[config.mk]
export PLATFORM = sky130hd
export DESIGN_NAME = fpMul16
export DESIGN_NICKNAME = d
export VERILOG_FILES = /design/src/verilog/fpMulPkg.sv /design/src/verilog/fpMulUnpack.sv /design/src/verilog/fpMulMantissa.sv /design/src/verilog/fpMulNormalize.sv /design/src/verilog/fpMulRound.sv /design/src/verilog/fpMul16.sv
export SDC_FILE = /design/constraint.sdc
export NUM_CORES = 1
export LEC_CHECK = 0
export BUFFER_PORTS_ARGS = -buffer_cell sky130_fd_sc_hd__buf_2
export CAP_MARGIN = 30
export CORE_AREA = 2 2 112 168
export CTS_CLUSTER_DIAMETER = 30
export DETAILED_ROUTE_END_ITERATION = 6
export DIE_AREA = 0 0 114 170
export PLACE_DENSITY = 0.64
export SYNTH_ARGS = -nofsm -noshare
export SYNTH_HDL_FRONTEND = slang
export SYNTH_SLANG_ARGS = --single-unit
[constraint.sdc]
create_clock -name clk -period 6 [get_ports clk]
set_input_delay 0.9 -clock clk [delete_from_list [all_inputs] [get_ports clk]]
set_output_delay 0.9 -clock clk [all_outputs]
set_load 0.03 [all_outputs]
[src/verilog/fpMulPkg.sv]
`default_nettype none

package fpMulPkg;

	// Binary16 layout, sign on top
	localparam int expW = 5; // Biased exponent bits
	localparam int manW = 10; // Stored fraction, hidden bit implied
	localparam int bias = 15; // Exponent bias
	localparam int expMax = 31; // All ones exponent, reserved for inf and NaN

	// Unpack, mantissa, normalize, round
	localparam int pipeDepth = 4;

	// Encoded operand or result
	typedef logic [expW+manW:0] fp16T;

	// Significand with hidden bit at the MSB
	typedef logic [manW:0] sigT;

	// Full 11x11 significand product, value in [1,4)
	typedef logic [2*manW+1:0] prodT;

	// Signed exponent, room for both overflow and underflow
	typedef logic signed [expW+1:0] expSumT;

	// Exception flags, see bit positions below
	typedef logic [4:0] flagsT;

	// One-hot item class, see bit positions below
	typedef logic [3:0] classT;

	// Canonical quiet NaN, sign clear
	localparam fp16T qNaN = 16'h7E00;

	// Class bits
	localparam int clsNaN = 3; // NaN operand or zero times inf
	localparam int clsInf = 2; // Infinite result from an inf operand
	localparam int clsZero = 1; // Zero or subnormal operand
	localparam int clsSignal = 0; // Both operands normal, numeric path

	// Flag bits, MSB first
	localparam int flgInvalid = 4;
	localparam int flgInfIn = 3; // Infinite input
	localparam int flgOverflow = 2;
	localparam int flgUnderflow = 1;
	localparam int flgInexact = 0;

endpackage

`default_nettype wire

[src/verilog/fpMulUnpack.sv]
`default_nettype none

// Stage 1, field split and operand classification
module fpMulUnpack (
	input wire clk,
	input wire rst,
	input wire inValid,
	output logic inReady,
	input wire fpMulPkg::fp16T a,
	input wire fpMulPkg::fp16T b,
	output logic outValid,
	input wire outReady,
	output logic sign,
	output logic [fpMulPkg::expW-1:0] expA,
	output logic [fpMulPkg::expW-1:0] expB,
	output fpMulPkg::sigT sigA,
	output fpMulPkg::sigT sigB,
	output fpMulPkg::classT cls
);

	// Returns {isNaN, isInf, isZero} of one operand
	function automatic logic [2:0] classify(input fpMulPkg::fp16T v);
		logic expOnes;
		logic expZero;
		logic fracNz;
		expOnes = &v[fpMulPkg::manW +: fpMulPkg::expW];
		expZero = ~|v[fpMulPkg::manW +: fpMulPkg::expW];
		fracNz = |v[fpMulPkg::manW-1:0];
		// Subnormals fold into zero
		return {expOnes & fracNz, expOnes & ~fracNz, expZero};
	endfunction

	logic aNaN, aInf, aZero;
	logic bNaN, bInf, bZero;
	logic nanItem; // Invalid operation
	fpMulPkg::classT clsNext;

	assign {aNaN, aInf, aZero} = classify(a);
	assign {bNaN, bInf, bZero} = classify(b);

	// Zero times inf is invalid as well
	assign nanItem = aNaN | bNaN | (aZero & bInf) | (aInf & bZero);

	// Combined class, exactly one bit set
	always_comb begin
		clsNext = '0;
		clsNext[fpMulPkg::clsNaN] = nanItem;
		clsNext[fpMulPkg::clsInf] = ~nanItem & (aInf | bInf);
		clsNext[fpMulPkg::clsZero] = ~nanItem & (aZero | bZero);
		clsNext[fpMulPkg::clsSignal] = ~(aNaN | aInf | aZero | bNaN | bInf | bZero);
	end

	// Free slot, or the item moves on this edge
	assign inReady = ~outValid | outReady;

	always_ff @(posedge clk) begin
		if (rst) begin
			outValid <= 1'b0;
		end else if (inReady) begin
			outValid <= inValid;
		end
	end

	// Payload only loads on a handshake
	always_ff @(posedge clk) begin
		if (inValid && inReady) begin
			sign <= a[fpMulPkg::expW+fpMulPkg::manW] ^ b[fpMulPkg::expW+fpMulPkg::manW];
			expA <= a[fpMulPkg::manW +: fpMulPkg::expW]; // Raw biased exponents
			expB <= b[fpMulPkg::manW +: fpMulPkg::expW];
			sigA <= {1'b1, a[fpMulPkg::manW-1:0]}; // Hidden bit attached
			sigB <= {1'b1, b[fpMulPkg::manW-1:0]};
			cls <= clsNext;
		end
	end

endmodule

`default_nettype wire

[src/verilog/fpMulMantissa.sv]
`default_nettype none

// Stage 2, significand multiply and exponent add
module fpMulMantissa (
	input wire clk,
	input wire rst,
	input wire inValid,
	output logic inReady,
	input wire inSign,
	input wire [fpMulPkg::expW-1:0] expA,
	input wire [fpMulPkg::expW-1:0] expB,
	input wire fpMulPkg::sigT sigA,
	input wire fpMulPkg::sigT sigB,
	input wire fpMulPkg::classT inCls,
	output logic outValid,
	input wire outReady,
	output logic outSign,
	output fpMulPkg::expSumT expSum,
	output fpMulPkg::prodT prod,
	output fpMulPkg::classT outCls
);

	fpMulPkg::prodT prodNext;
	fpMulPkg::expSumT sumNext;

	// Unsigned 11x11, top bit set when product is 2 or more
	assign prodNext = sigA * sigB;

	// True exponent sum, both biases removed
	assign sumNext = fpMulPkg::expSumT'({2'b00, expA})
		+ fpMulPkg::expSumT'({2'b00, expB})
		- fpMulPkg::expSumT'(2 * fpMulPkg::bias);

	assign inReady = ~outValid | outReady; // Bubble or drain

	always_ff @(posedge clk) begin
		if (rst) begin
			outValid <= 1'b0;
		end else if (inReady) begin
			outValid <= inValid;
		end
	end

	always_ff @(posedge clk) begin
		if (inValid && inReady) begin
			outSign <= inSign;
			expSum <= sumNext;
			prod <= prodNext;
			outCls <= inCls; // Class rides along untouched
		end
	end

endmodule

`default_nettype wire

[src/verilog/fpMulNormalize.sv]
`default_nettype none

// Stage 3 normalizes by one bit and extracts guard and sticky
module fpMulNormalize (
	input wire clk,
	input wire rst,
	input wire inValid,
	output logic inReady,
	input wire inSign,
	input wire fpMulPkg::expSumT expSum,
	input wire fpMulPkg::prodT prod,
	input wire fpMulPkg::classT inCls,
	output logic outValid,
	input wire outReady,
	output logic outSign,
	output fpMulPkg::expSumT expNorm,
	output logic [fpMulPkg::manW-1:0] frac,
	output logic guard,
	output logic sticky,
	output fpMulPkg::classT outCls
);

	logic topBit; // Product in [2,4)
	logic lostBit; // Bit shifted out on normalize
	logic [2*fpMulPkg::manW-1:0] normProd; // Bits below the hidden bit
	logic [fpMulPkg::manW-1:0] fracNext;
	logic guardNext;
	logic stickyNext;
	fpMulPkg::expSumT expNext;

	assign topBit = prod[2*fpMulPkg::manW+1];

	// Right shift by one when the top bit is set
	assign normProd = topBit ? prod[2*fpMulPkg::manW:1] : prod[2*fpMulPkg::manW-1:0];
	assign lostBit = topBit & prod[0];

	assign fracNext = normProd[2*fpMulPkg::manW-1:fpMulPkg::manW];
	assign guardNext = normProd[fpMulPkg::manW-1]; // First bit below the LSB
	assign stickyNext = (|normProd[fpMulPkg::manW-2:0]) | lostBit; // OR of the rest

	// Biased exponent gains one on a shift
	assign expNext = topBit ? expSum + fpMulPkg::expSumT'(fpMulPkg::bias + 1)
		: expSum + fpMulPkg::expSumT'(fpMulPkg::bias);

	assign inReady = ~outValid | outReady;

	always_ff @(posedge clk) begin
		if (rst) begin
			outValid <= 1'b0;
		end else if (inReady) begin
			outValid <= inValid;
		end
	end

	always_ff @(posedge clk) begin
		if (inValid && inReady) begin
			outSign <= inSign;
			expNorm <= expNext; // Range checked in the round stage
			frac <= fracNext;
			guard <= guardNext;
			sticky <= stickyNext;
			outCls <= inCls;
		end
	end

endmodule

`default_nettype wire

[src/verilog/fpMulRound.sv]
`default_nettype none

// Stage 4, round to nearest even, range checks, specials and packing
module fpMulRound (
	input wire clk,
	input wire rst,
	input wire inValid,
	output logic inReady,
	input wire sign,
	input wire fpMulPkg::expSumT expNorm,
	input wire [fpMulPkg::manW-1:0] frac,
	input wire guard,
	input wire sticky,
	input wire fpMulPkg::classT cls,
	output logic outValid,
	input wire outReady,
	output fpMulPkg::fp16T result,
	output fpMulPkg::flagsT flags
);

	logic roundUp;
	logic [fpMulPkg::manW:0] fracSum; // Carry at the MSB
	fpMulPkg::expSumT expRnd; // Exponent after the carry
	logic isOvf;
	logic isUnf;
	logic inexact;
	fpMulPkg::fp16T resultNext;
	fpMulPkg::flagsT flagsNext;

	// Above half, or exactly half with odd LSB
	assign roundUp = guard & (sticky | frac[0]);
	assign fracSum = {1'b0, frac} + {{fpMulPkg::manW{1'b0}}, roundUp};

	// All ones fraction wraps to zero, exponent takes the carry
	assign expRnd = fracSum[fpMulPkg::manW] ? expNorm + fpMulPkg::expSumT'(1) : expNorm;

	assign isOvf = expRnd >= fpMulPkg::expSumT'(fpMulPkg::expMax);
	assign isUnf = expRnd <= fpMulPkg::expSumT'(0); // No subnormal results
	assign inexact = guard | sticky;

	always_comb begin
		// Signed zero, no flags
		resultNext = {sign, {(fpMulPkg::expW+fpMulPkg::manW){1'b0}}};
		flagsNext = '0;
		case (1'b1)
			cls[fpMulPkg::clsNaN]: begin
				resultNext = fpMulPkg::qNaN; // Sign dropped
				flagsNext[fpMulPkg::flgInvalid] = 1'b1;
			end
			cls[fpMulPkg::clsInf]: begin
				resultNext = {sign, {fpMulPkg::expW{1'b1}}, {fpMulPkg::manW{1'b0}}};
				flagsNext[fpMulPkg::flgInfIn] = 1'b1;
			end
			cls[fpMulPkg::clsZero]: begin
				flagsNext = '0; // Exact zero product
			end
			cls[fpMulPkg::clsSignal]: begin
				if (isOvf) begin
					resultNext = {sign, {fpMulPkg::expW{1'b1}}, {fpMulPkg::manW{1'b0}}};
					flagsNext[fpMulPkg::flgOverflow] = 1'b1;
					flagsNext[fpMulPkg::flgInexact] = 1'b1;
				end else if (isUnf) begin
					// Flush to signed zero
					flagsNext[fpMulPkg::flgUnderflow] = 1'b1;
					flagsNext[fpMulPkg::flgInexact] = 1'b1;
				end else begin
					resultNext = {sign, expRnd[fpMulPkg::expW-1:0],
						fracSum[fpMulPkg::manW-1:0]};
					flagsNext[fpMulPkg::flgInexact] = inexact;
				end
			end
			default: begin
				flagsNext = '0;
			end
		endcase
	end

	// Holds the item while the consumer stalls
	assign inReady = ~outValid | outReady;

	always_ff @(posedge clk) begin
		if (rst) begin
			outValid <= 1'b0;
		end else if (inReady) begin
			outValid <= inValid;
		end
	end

	always_ff @(posedge clk) begin
		if (inValid && inReady) begin
			result <= resultNext;
			flags <= flagsNext;
		end
	end

endmodule

`default_nettype wire

[src/verilog/fpMul16.sv]
`default_nettype none

// Four-stage binary16 multiplier, valid/ready on both sides
module fpMul16 (
	input wire clk,
	input wire rst,
	input wire inValid,
	output logic inReady,
	input wire fpMulPkg::fp16T a,
	input wire fpMulPkg::fp16T b,
	output logic outValid,
	input wire outReady,
	output fpMulPkg::fp16T result,
	output fpMulPkg::flagsT flags
);

	// Unpack to mantissa
	logic unpackValid;
	logic mantReady;
	logic unpackSign;
	logic [fpMulPkg::expW-1:0] unpackExpA;
	logic [fpMulPkg::expW-1:0] unpackExpB;
	fpMulPkg::sigT unpackSigA;
	fpMulPkg::sigT unpackSigB;
	fpMulPkg::classT unpackCls;

	// Mantissa to normalize
	logic mantValid;
	logic normReady;
	logic mantSign;
	fpMulPkg::expSumT mantExpSum;
	fpMulPkg::prodT mantProd;
	fpMulPkg::classT mantCls;

	// Normalize to round
	logic normValid;
	logic roundReady;
	logic normSign;
	fpMulPkg::expSumT normExp; // Biased, unclamped
	logic [fpMulPkg::manW-1:0] normFrac;
	logic normGuard;
	logic normSticky;
	fpMulPkg::classT normCls;

	fpMulUnpack uUnpack (
		.clk(clk), .rst(rst),
		.inValid(inValid), .inReady(inReady), .a(a), .b(b),
		.outValid(unpackValid), .outReady(mantReady),
		.sign(unpackSign), .expA(unpackExpA), .expB(unpackExpB),
		.sigA(unpackSigA), .sigB(unpackSigB), .cls(unpackCls)
	);

	fpMulMantissa uMantissa (
		.clk(clk), .rst(rst),
		.inValid(unpackValid), .inReady(mantReady),
		.inSign(unpackSign), .expA(unpackExpA), .expB(unpackExpB),
		.sigA(unpackSigA), .sigB(unpackSigB), .inCls(unpackCls),
		.outValid(mantValid), .outReady(normReady),
		.outSign(mantSign), .expSum(mantExpSum), .prod(mantProd), .outCls(mantCls)
	);

	fpMulNormalize uNormalize (
		.clk(clk), .rst(rst),
		.inValid(mantValid), .inReady(normReady),
		.inSign(mantSign), .expSum(mantExpSum), .prod(mantProd), .inCls(mantCls),
		.outValid(normValid), .outReady(roundReady),
		.outSign(normSign), .expNorm(normExp), .frac(normFrac),
		.guard(normGuard), .sticky(normSticky), .outCls(normCls)
	);

	// Last stage drives the outputs directly
	fpMulRound uRound (
		.clk(clk), .rst(rst),
		.inValid(normValid), .inReady(roundReady),
		.sign(normSign), .expNorm(normExp), .frac(normFrac),
		.guard(normGuard), .sticky(normSticky), .cls(normCls),
		.outValid(outValid), .outReady(outReady),
		.result(result), .flags(flags)
	);

endmodule

`default_nettype wire

==> metrics.md, run 1 <==
| Metric | Value |
|---|---|
| Syn Area/Cell | `11.3 um^2` |
| Flip-flop and latch area | `approximately 3500 um^2` |
| Multi-input gate area | `4710 um^2` |
| Max Cap Viol | `0` |
| CP Class | `register to register` |
| Hold Vio Cnt, Final | `0` |
| Setup Skew | `0.0106 ns` |
| Placeable Area | `17,900 um^2` |
| Initial detailed-routing violation count | `146` |
| Total leakage power | `roughly 4.3 nW` |
| Hold-fix buffers, CTS | `0` |
| DR vias | `about 5.5k` |
| Final Max Tran Viols | `0` |
| # IOs | `between 50 and 60` |
| Initial antenna violation count | `0` |
| ANT nets after route | `0` |
| H-tree levels | `4` |
| Share of cells above drive strength 1 | `14.7%` |
| Post-Syn Instances | `around 780` |
| Status | `finished, final reports clean` |
| Seq/Total Area, Yosys | `40.0%` |
| Post-CTS Setup Repair Bufs | `0` |
| DRC Markers | `0` |
| Full die area | `19,400 um^2` |
| Setup crit end kind | `register` |
| Ys flop type | `edfxtp_1` |
| Routed wire per std cell | `approximately 15 um` |
| CTS clk-pin slew, worst paths | `0.06 ns` |
| Grt total ovfl | `0` |
| Worst endpoint data arrival time | `roughly 5.7 ns` |
| Cts bufs inserted | `17` |
| Dpl hpwl | `~13,000 um` |
| Initial core utilization | `between 40 and 50%` |
| Worst skew pair latency | `0.41 ns` |
| Min Tclk post-route | `between 5 and 6 ns` |
| Crit path cell chain | `nand2_1 > fa_1 > inv_1 > fa_1 > inv_1 > fa_1 > inv_1 > fa_1 > inv_1 > fa_1 > inv_1 > ha_1 > a21oi_1 > nand2_1 > o21ai_0 > buf_4 > o2bb2ai_1 > o41ai_1 > xnor2_1` |
| Synth Net Count | `963` |
| Total chip power | `slightly above 0.005 W` |
| # diodes | `0` |
| Async SR Flop Fraction | `0%` |
| Actual slew at the worst max-slew pin | `roughly 0.94 ns` |
| Root Driver | `clkbuf_16` |
| Final net count | `around 1.0k` |
| Overall routed net length | `between 15,000 and 20,000 um` |
| GPL Wtd Cong | `approximately 0.91` |
| Max Root-Sink Buffers | `2` |
| Delay-heaviest family, CP | `adder cells` |
| Fillers | `about 1.6k` |
| Global-route wire length before repair | `27,200 um` |
| Number of synthesized flops with an enable pin | `about 110` |
| Most common cell in the netlist | `inv_1` |
| PostCTS Resize Cnt | `0` |
| Synth area leaders | `edfxtp_1 39%, fa_1 19%, ha_1 10%, inv_1 5.5%, xnor2_1 3.3%` |
| Max Clk Rate | `roughly 180 MHz` |
| Row count | `60` |
| Post-synth top cells | `129 x inv_1, 114 x edfxtp_1, 81 x fa_1, 70 x ha_1, 65 x nand2_1` |
| Die height | `170 um` |
| Final worst path period share | `91.9%` |
| Mapped cell area | `8760 um^2` |
| CP max-delay cell | `edfxtp_1` |
| CP Launch Type | `register` |
| Sinks on Clock Net | `118` |
| R2R setup slack | `between 0.4 and 0.5 ns` |
| Power per cell area | `about 510 nW/um^2` |
| Slew Limit Headroom | `37.1%` |
| Synth cell types | `55` |
| Final setup violation count | `0` |
| Critical Path Fanout Max | `11` |
| Port Buffers | `58` |
| CTS tree | `built` |
| Worst path max stage delay | `0.57 ns` |
| Warnings from Yosys | `0` |
| Flops & latches, synth | `118` |
| Buffer and inverter count on the worst path | `6` |
| Area Growth Syn to Fin | `13.4%` |
| Max rail drop VDD | `between 200 and 300 uV` |
| Number of detailed-route iterations in the first pass | `4` |
| Setup_tns | `0 ns` |
| Vias in the first global route | `5,963` |
| Cell taking the most area after synthesis | `edfxtp_1` |
| Total GRT Usage | `18.2%` |
| Vias per cell | `slightly above 5` |
| Largest net degree at the start of global routing | `36` |
| Worst min path class | `register to register` |
| WP data required | `slightly above 6 ns` |
| Placed cell count | `1,034` |
| Synth top area share | `39.1%` |
| Cell Count, Final, Fillers Out | `around 1.1k` |
| RSZ-0062 raised after global routing | `no` |
| DIE WIDTH | `roughly 110 um` |
## flip-flops by register name, indices dropped and copies added, names as in the netlist, 4 cells and up
signal              count
uMantissa.prod         22
uNormalize.outCls       4
uUnpack.expB            5
uMantissa.expSum        7
uUnpack.expA            5
uUnpack.cls             4
uNormalize.frac        10
uUnpack.sigB           10
uUnpack.sigA           10
uMantissa.outCls        4
uNormalize.expNorm      7
uRound.flags            5
uRound.result          16
## worst paths after layout
| kind | start | end | cells after the start |
|---|---|---|---|
| worst max-delay path | uUnpack.sigB[4] | uMantissa.prod[18] | 19 |
| worst min register to register | uUnpack.cls[3] | uMantissa.outCls[3] | 0 |
| worst max register to register | uUnpack.sigB[4] | uMantissa.prod[18] | 19 |
| worst min-delay path | uUnpack.cls[3] | uMantissa.outCls[3] | 0 |
## cells in the final DEF (no fill, tap or decap), drive strengths merged, types with 6 or more instances in the layout
cell type	count
a31oi	6
and3	10
mux2	12
nand2	66
buf	62
xnor2	33
inv	130
ha	70
xor2	13
and2	45
a21oi	17
a21o	8
o21ai	12
fa	81
edfxtp	114
nand3	18
nor4	9
nor2b	7
clkbuf	17
nor2	49
## cell families after synthesis
group | Yosys count | synth area share [%]
AOI/OAI and AO/OA | 73 | 5.68
xor gates and xnor gates | 46 | 4.60
adders and majority gates | 151 | 28.5
buffers and inverters | 150 | 6.51
DFF | 118 | 40.0
muxes | 14 | 1.77
and+or+nand+nor | 224 | 13.0
## stage by stage
| stage | setup slack, ns | cell area (um^2) | utilization, % | hold WS (ns) |
|---|---|---|---|---|
| 3_3_place_gp | 0.732 | 9290 | 52.0 | 0.403 |
| 2_1_floorplan | 0.747 | 8760 | - | 0.400 |
| 6_report | 0.489 | 9940 | 55.6 | 0.420 |
| 4_1_cts | 0.541 | 9940 | 55.6 | 0.420 |
| 3_5_place_dp | 0.564 | 9290 | 52.0 | 0.408 |
| 5_1_grt | 0.302 | 9940 | 55.6 | 0.421 |
## routing by layer
metal / global-route usage [%] / routed length (um)
met4: 9.60 / 496
met3: 2.99 / 406
met1: 17.4 / 5870
met5: 0 / 0
met2: 36.1 / 9490
## layout make-up
class	instances	area share, %
repair buffers	62	3.22
multi-input cells	508	47.4
flip-flops and latches	118	35.2
clock inverters	15	2.29
clock buffers	17	4.28
well taps	217	2.73
inverters	129	4.87
## worst reg2reg max path, stage by stage (launching register included)
cell	delay, ns
edfxtp_1	0.57
nand2_1	0.14
fa_1	0.55
inv_1	0.05
fa_1	0.50
inv_1	0.05
fa_1	0.48
inv_1	0.06
fa_1	0.52
inv_1	0.05
fa_1	0.53
inv_1	0.04
ha_1	0.35
a21oi_1	0.30
nand2_1	0.08
o21ai_0	0.15
buf_4	0.15
o2bb2ai_1	0.12
o41ai_1	0.42
xnor2_1	0.12
## where the power goes
group	internal (W)	total (W)	switching [W]
Clock	0.000738	0.00111	0.000368
Combinational	0.00123	0.00272	0.00149
Sequential	0.00118	0.00127	0.0000849
Total	0.00315	0.00509	0.00195
(Power assumes the default switching activity.)
==> run 2, diff against run 1 <==
- clock period: 6 -> 6.1 ns (I/O delays scaled with it)
==> metrics.md, run 2 (same netlist as run 1, synthesis figures left out) <==
| Metric | Value |
|---|---|
| Routed wire per std cell | `15.3 um (+0.34%)` |
| Number of detailed-route iterations in the first pass | `4 (unchanged)` |
| Power per cell area | `492 nW/um^2 (-3.9%)` |
| Row count | `60 (unchanged)` |
| Actual slew at the worst max-slew pin | `0.970 ns (+0.0301 ns)` |
| Total GRT Usage | `18.0% (-0.23 points)` |
| Full die area | `19,400 um^2 (unchanged)` |
| Area Growth Syn to Fin | `12.8%` |
| Register with the most flip-flops | `uMantissa.prod` |
| Largest net degree at the start of global routing | `36 (unchanged)` |
| Min-Delay Startpoint | `uMantissa.outCls[2]` |
| DR vias | `5,603 (+1.8%)` |
| Dpl hpwl | `13,300 um (+0.17%)` |
| Hold Vio Cnt, Final | `0 (unchanged)` |
| Hold Path End | `uNormalize.outCls[2]` |
| Placed cell count | `1,036 (+0.19%)` |
| Fillers | `1,555 (+0.13%)` |
| Max Clk Rate | `182 MHz (+0.23%)` |
| RSZ-0062 raised after global routing | `no` |
| Max Root-Sink Buffers | `2 (unchanged)` |
| Slew Limit Headroom | `35.0% (-2.0 points)` |
| Sinks on Clock Net | `118 (unchanged)` |
| Initial core utilization | `49.0% (unchanged)` |
| Max FFs per register | `22 (unchanged)` |
| Final core occ | `55.3% (-0.32 points)` |
| Worst R2R Path Depth | `18 (-1)` |
| Port Buffers | `58 (unchanged)` |
| Commonest non-fill, non-tap cell in the layout | `inv_1` |
| Hold path depth | `0 (unchanged)` |
| R2R Path End | `uMantissa.prod[18]` |
| Vias in the first global route | `5,960 (-0.050%)` |
| Placeable Area | `17,900 um^2 (unchanged)` |
| Share of cells above drive strength 1 | `15.0% (+0.32 points)` |
| Grt total ovfl | `0 (unchanged)` |
| # IOs | `59 (unchanged)` |
| GPL Wtd Cong | `0.886 (-2.2%)` |
| DIE WIDTH | `114 um (unchanged)` |
| Vias per cell | `5.25 (+1.6%)` |
| Max rail drop VDD | `264 uV (+0.28%)` |
| Final Max Tran Viols | `0 (unchanged)` |
| Min Tclk post-route | `5.50 ns (-0.0127 ns)` |
| Global-route wire length before repair | `26,800 um (-1.1%)` |
| Initial detailed-routing violation count | `230 (+58%)` |
| Total leakage power | `4.28 nW (-0.59%)` |
| Cell Count, Final, Fillers Out | `1,068 (+0.19%)` |
| CTS clk-pin slew, worst paths | `0.06 ns (about the same)` |
| Worst min path class | `register to register` |
| Final worst path period share | `90.1% (-1.7 points)` |
| Final setup violation count | `0 (unchanged)` |
| Critical Path Fanout Max | `11 (unchanged)` |
| Status | `finished, final reports clean` |
| H-tree levels | `4 (unchanged)` |
| Worst skew pair latency | `0.41 ns (about the same)` |
| CP Launch Type | `register` |
| Regs by FF count | `uMantissa.prod (22), uRound.result (16)` |
| Setup_tns | `0 ns (unchanged)` |
| Max Cap Viol | `0 (unchanged)` |
| Post-CTS Setup Repair Bufs | `0 (unchanged)` |
| DRC Markers | `0 (unchanged)` |
| Setup Skew | `0.0111 ns (+0.000509 ns)` |
| Overall routed net length | `16,300 um (+0.53%)` |
| Highest-count cells in the layout ignoring fill and taps | `129 x inv_1, 114 x edfxtp_1, 81 x fa_1, 70 x ha_1, 65 x nand2_1` |
| Setup crit end kind | `register` |
| R2R setup slack | `0.60 ns (+0.11 ns)` |
| Worst endpoint data arrival time | `5.65 ns (about the same)` |
| # diodes | `0 (unchanged)` |
| WP data required | `6.25 ns (+0.10 ns)` |
| Final net count | `1,025 (+0.20%)` |
| ANT nets after route | `0 (unchanged)` |
| CTS tree | `built` |
| CP Class | `register to register` |
| Worst r2r src | `uUnpack.sigB[4]` |
| Die height | `170 um (unchanged)` |
| Cts bufs inserted | `17 (unchanged)` |
| Initial antenna violation count | `0 (unchanged)` |
| Root Driver | `clkbuf_16` |
[run 2: worst max path at each step]
stage / slack [ns] / startpoint / cells after the start / end
global placement: 0.59 / uUnpack.sigB[4] / 18 / uMantissa.prod[18]
floorplan: 0.85 / uUnpack.sigB[4] / 19 / uMantissa.prod[18]
CTS: 0.43 / uUnpack.sigB[4] / 18 / uMantissa.prod[18]
detailed placement: 0.45 / uUnpack.sigB[4] / 18 / uMantissa.prod[18]
finish: 0.60 / uUnpack.sigB[4] / 18 / uMantissa.prod[18]
global route: 0.18 / uUnpack.sigB[4] / 18 / uMantissa.prod[18]
[run 2: metrics by stage]
| step | power, W | instance area, um^2 | setup slack, ns | hold slack, ns |
|---|---|---|---|---|
| 5_1_grt | 0.00533 | 9880 | 0.182 | 0.424 |
| 3_3_place_gp | 0.00386 | 9300 | 0.593 | 0.403 |
| 3_5_place_dp | 0.00391 | 9300 | 0.455 | 0.405 |
| 2_1_floorplan | 0.00336 | 8760 | 0.847 | 0.400 |
| 6_report | 0.00486 | 9880 | 0.601 | 0.418 |
| 4_1_cts | 0.00492 | 9880 | 0.425 | 0.419 |
[run 2: layout make-up]
cell class	count	area (um^2)	share of cell area, %
clock buffers	17	425	4.30
clock inverters	15	155	1.57
inverters	129	484	4.90
multi-input cells	508	4710	47.6
flip-flops and latches	118	3500	35.4
well taps	217	272	2.75
repair buffers	64	335	3.39
[run 2: critical path, cell delays in order, from the launching register on]
cell and delay, ns:
edfxtp_1 0.56, nand2_1 0.14, fa_1 0.56, inv_1 0.05, fa_1 0.49, inv_1 0.05
fa_1 0.47, inv_1 0.06, fa_1 0.53, inv_1 0.05, fa_1 0.52, inv_1 0.04
ha_1 0.35, a21oi_1 0.31, nand2_1 0.09, o21ai_1 0.31, o2bb2ai_1 0.17, o41ai_1 0.37
xnor2_1 0.10
[run 2: layer usage]
layer / vias to the layer above / track usage, % / part of all wire, %
met5: - / 0 / 0
met4: 0 / 9.54 / 3.5
met3: 36 / 3.28 / 2.7
met2: 123 / 36.4 / 58
met1: 2737 / 16.2 / 35
li1: 2707 / - / -
[run 2: what timing repair did]
| item | 4_1_cts | 5_1_grt |
|---|---|---|
| gates resized for setup | 0 | 1 |
| endpoints found under the setup margin | 0 | 1 |
| hold buffers | 0 | 0 |
[run 2: report_power, final]
part           internal [W]  total, W  leakage (nW)  switching (W)
registers           0.00116   0.00125          1.08      0.0000834
clock network      0.000601  0.000966         0.268       0.000365
logic               0.00120   0.00265          2.93        0.00145
total               0.00296   0.00486          4.28        0.00190
==> run 3, diff against run 2 <==
- CELL_PAD_IN_SITES_DETAIL_PLACEMENT: not set -> 2
- CELL_PAD_IN_SITES_GLOBAL_PLACEMENT: not set -> 2
- CORE_AREA: 2 2 112 168 -> 2 2 121 182
- CTS_CLUSTER_SIZE: not set -> 16
- DIE_AREA: 0 0 114 170 -> 0 0 123 184
- PLACE_DENSITY: 0.64 -> 0.78
==> metrics.md, run 3 (same netlist as run 1, synthesis figures left out) <==
| Metric | Value |
|---|---|
| Status | `finished, final reports clean` |
| Worst skew pair latency | `0.43 ns (+0.02 ns)` |
| Metal2 WL | `13,900 um (+46%)` |
| Routed wire per std cell | `21.1 um (+38%)` |
| Root Driver | `clkbuf_16` |
| Max Clk Rate | `176 MHz (-3.0%)` |
| Setup_tns | `0 ns (unchanged)` |
| CTS tree | `built` |
| Cts bufs inserted | `17 (unchanged)` |
| Full die area | `22,600 um^2 (+17%)` |
| # IOs | `59 (unchanged)` |
| Placeable Area | `21,000 um^2 (+17%)` |
| DIE WIDTH | `123 um (+7.9%)` |
| Worst path max stage delay | `0.59 ns (+0.03 ns)` |
| Hold Vio Cnt, Final | `0 (unchanged)` |
| Actual slew at the worst max-slew pin | `0.716 ns (-0.254 ns)` |
| DRC Markers | `0 (unchanged)` |
| Setup Skew | `0.0101 ns (-0.00104 ns)` |
| # diodes | `0 (unchanged)` |
| Post-route cell area | `10,000 um^2 (+1.5%)` |
| CP Class | `register to register` |
| Post-DP Area | `9370 um^2 (+0.66%)` |
| Die height | `184 um (+8.2%)` |
| R2R setup slack | `0.43 ns (-0.17 ns)` |
| Power per cell area | `540 nW/um^2 (+9.7%)` |
| Final worst path period share | `92.9% (+2.8 points)` |
| Total GRT Usage | `22.8% (+4.8 points)` |
| Overall routed net length | `23,600 um (+44%)` |
| Post-CTS Setup Repair Bufs | `0 (unchanged)` |
| Max Root-Sink Buffers | `2 (unchanged)` |
| Final net count | `1,024 (-0.098%)` |
| RSZ-0062 raised after global routing | `no` |
| Routed length on met1 | `8090 um (+40%)` |
| Vias per cell | `5.29 (+0.78%)` |
| Flip-flop and latch area | `3500 um^2 (unchanged)` |
| Dpl hpwl | `17,900 um (+34%)` |
| ANT nets after route | `0 (unchanged)` |
| Max rail drop VDD | `289 uV (+9.6%)` |
| PostCTS Resize Cnt | `0 (unchanged)` |
| Initial detailed-routing violation count | `207 (-10%)` |
| Largest net degree at the start of global routing | `35 (-2.8%)` |
| Initial antenna violation count | `0 (unchanged)` |
| Final Max Tran Viols | `0 (unchanged)` |
| Placed cell count | `1,085 (+4.7%)` |
| Setup crit end kind | `register` |
| CP max-delay cell | `edfxtp_1` |
| Commonest non-fill, non-tap cell in the layout | `inv_1` |
| Worst endpoint data arrival time | `5.83 ns (+0.18 ns)` |
| Initial core utilization | `41.8% (-7.3 points)` |
| Slew Limit Headroom | `52.3% (+17 points)` |
| Cell Count, Final, Fillers Out | `1,118 (+4.7%)` |
| Worst min path class | `register to register` |
| Final setup violation count | `0 (unchanged)` |
| Area Growth Syn to Fin | `14.5%` |
| Fillers | `2,162 (+39%)` |
| Max FFs per register | `22 (unchanged)` |
| H-tree levels | `4 (unchanged)` |
| Hold-fix buffers, CTS | `0 (unchanged)` |
| Max Cap Viol | `0 (unchanged)` |
| Top layer in use | `met4` |
| WP data required | `6.26 ns (about the same)` |
| Sinks on Clock Net | `118 (unchanged)` |
| Number of detailed-route iterations in the first pass | `4 (unchanged)` |
| CP Launch Type | `register` |
| Min Tclk post-route | `5.67 ns (+0.170 ns)` |
| Global-route wire length before repair | `38,200 um (+42%)` |
| CTS clk-pin slew, worst paths | `0.06 ns (about the same)` |
| Row count | `65 (+8.3%)` |
| Crit path cell chain | `nand2_1 > fa_1 > inv_1 > fa_1 > inv_1 > fa_1 > inv_1 > fa_1 > inv_1 > fa_1 > inv_1 > ha_1 > a21oi_1 > nand2_1 > o21ai_0 > buf_4 > o2bb2ai_1 > o41ai_1 > xnor2_1` |
| Regs by FF count | `uMantissa.prod (22), uRound.result (16)` |
| Register with the most flip-flops | `uMantissa.prod` |
| Total leakage power | `4.33 nW (+1.0%)` |
| DR vias | `5,911 (+5.5%)` |
| Critical Path Fanout Max | `11 (unchanged)` |
| Share of cells above drive strength 1 | `14.7% (-0.34 points)` |
| Met3 WL post-DR | `652 um (+48%)` |
| Port Buffers | `58 (unchanged)` |
| Vias in the first global route | `7,131 (+20%)` |
| Multi-input gate area | `4710 um^2 (unchanged)` |
| GPL Wtd Cong | `0.867 (-2.2%)` |
| Highest-count cells in the layout ignoring fill and taps | `129 x inv_1, 114 x edfxtp_1, 81 x fa_1, 70 x ha_1, 65 x nand2_1` |
| Grt total ovfl | `0 (unchanged)` |
run 3: changes by cell type in the layout (fill, tap and decap cells not counted), moves of 2 or more:
cell        delta
clkinv_2       -3
clkinv_1       +2
clkinvlp_4     -4
bufinv_16      +3
buf_4          -3
run 3: worst max-delay path, delay by kind of cell, from the launching register on:
family / cells / cell delay (ns)
compound gates: 4 / 1.04
xor+xnor: 1 / 0.13
fa+ha+maj: 6 / 2.97
buf+inv: 6 / 0.43
flops: 1 / 0.59
simple gates: 2 / 0.22
run 3: final timing paths:
check	from	to	cells after the start
setup / recovery	uUnpack.sigB[4]	uMantissa.prod[18]	19
hold reg to reg	uUnpack.cls[0]	uMantissa.outCls[0]	0
setup reg to reg	uUnpack.sigB[4]	uMantissa.prod[18]	19
hold / removal	uUnpack.cls[0]	uMantissa.outCls[0]	0
run 3: power by group:
part / switching, W / internal, W / total, W / leakage (nW)
Clock: 0.000392 / 0.000727 / 0.00112 / 0.310
Combinational: 0.00178 / 0.00126 / 0.00304 / 2.93
Sequential: 0.0000966 / 0.00116 / 0.00126 / 1.08
Total: 0.00226 / 0.00315 / 0.00542 / 4.33
run 3: final cells by class:
type / instances / area share (%)
clock buffer: 17 / 4.24
clock inverter: 15 / 2.25
inverter: 129 / 4.83
multi-input combinational: 508 / 47.0
sequential: 118 / 34.9
tap: 268 / 3.34
timing repair buffer: 63 / 3.47
run 3: metrics by stage:
stage / hold slack (ns) / power [W] / setup slack, ns / util [%]
finish: 0.427 / 0.00542 / 0.431 / 47.8
global route: 0.436 / 0.00582 / 0.170 / 47.8
CTS: 0.427 / 0.00548 / 0.426 / 47.7
detailed placement: 0.411 / 0.00419 / 0.551 / 44.6
global placement: 0.401 / 0.00400 / 0.732 / 44.5
floorplan: 0.400 / 0.00336 / 0.847 / -
run 3: routing by layer:
layer | vias to the layer above | GRT usage, %
met5 | - | 0
met4 | 0 | 10.7
met3 | 53 | 4.06
met2 | 130 | 45.9
met1 | 3024 | 21.2
li1 | 2704 | -
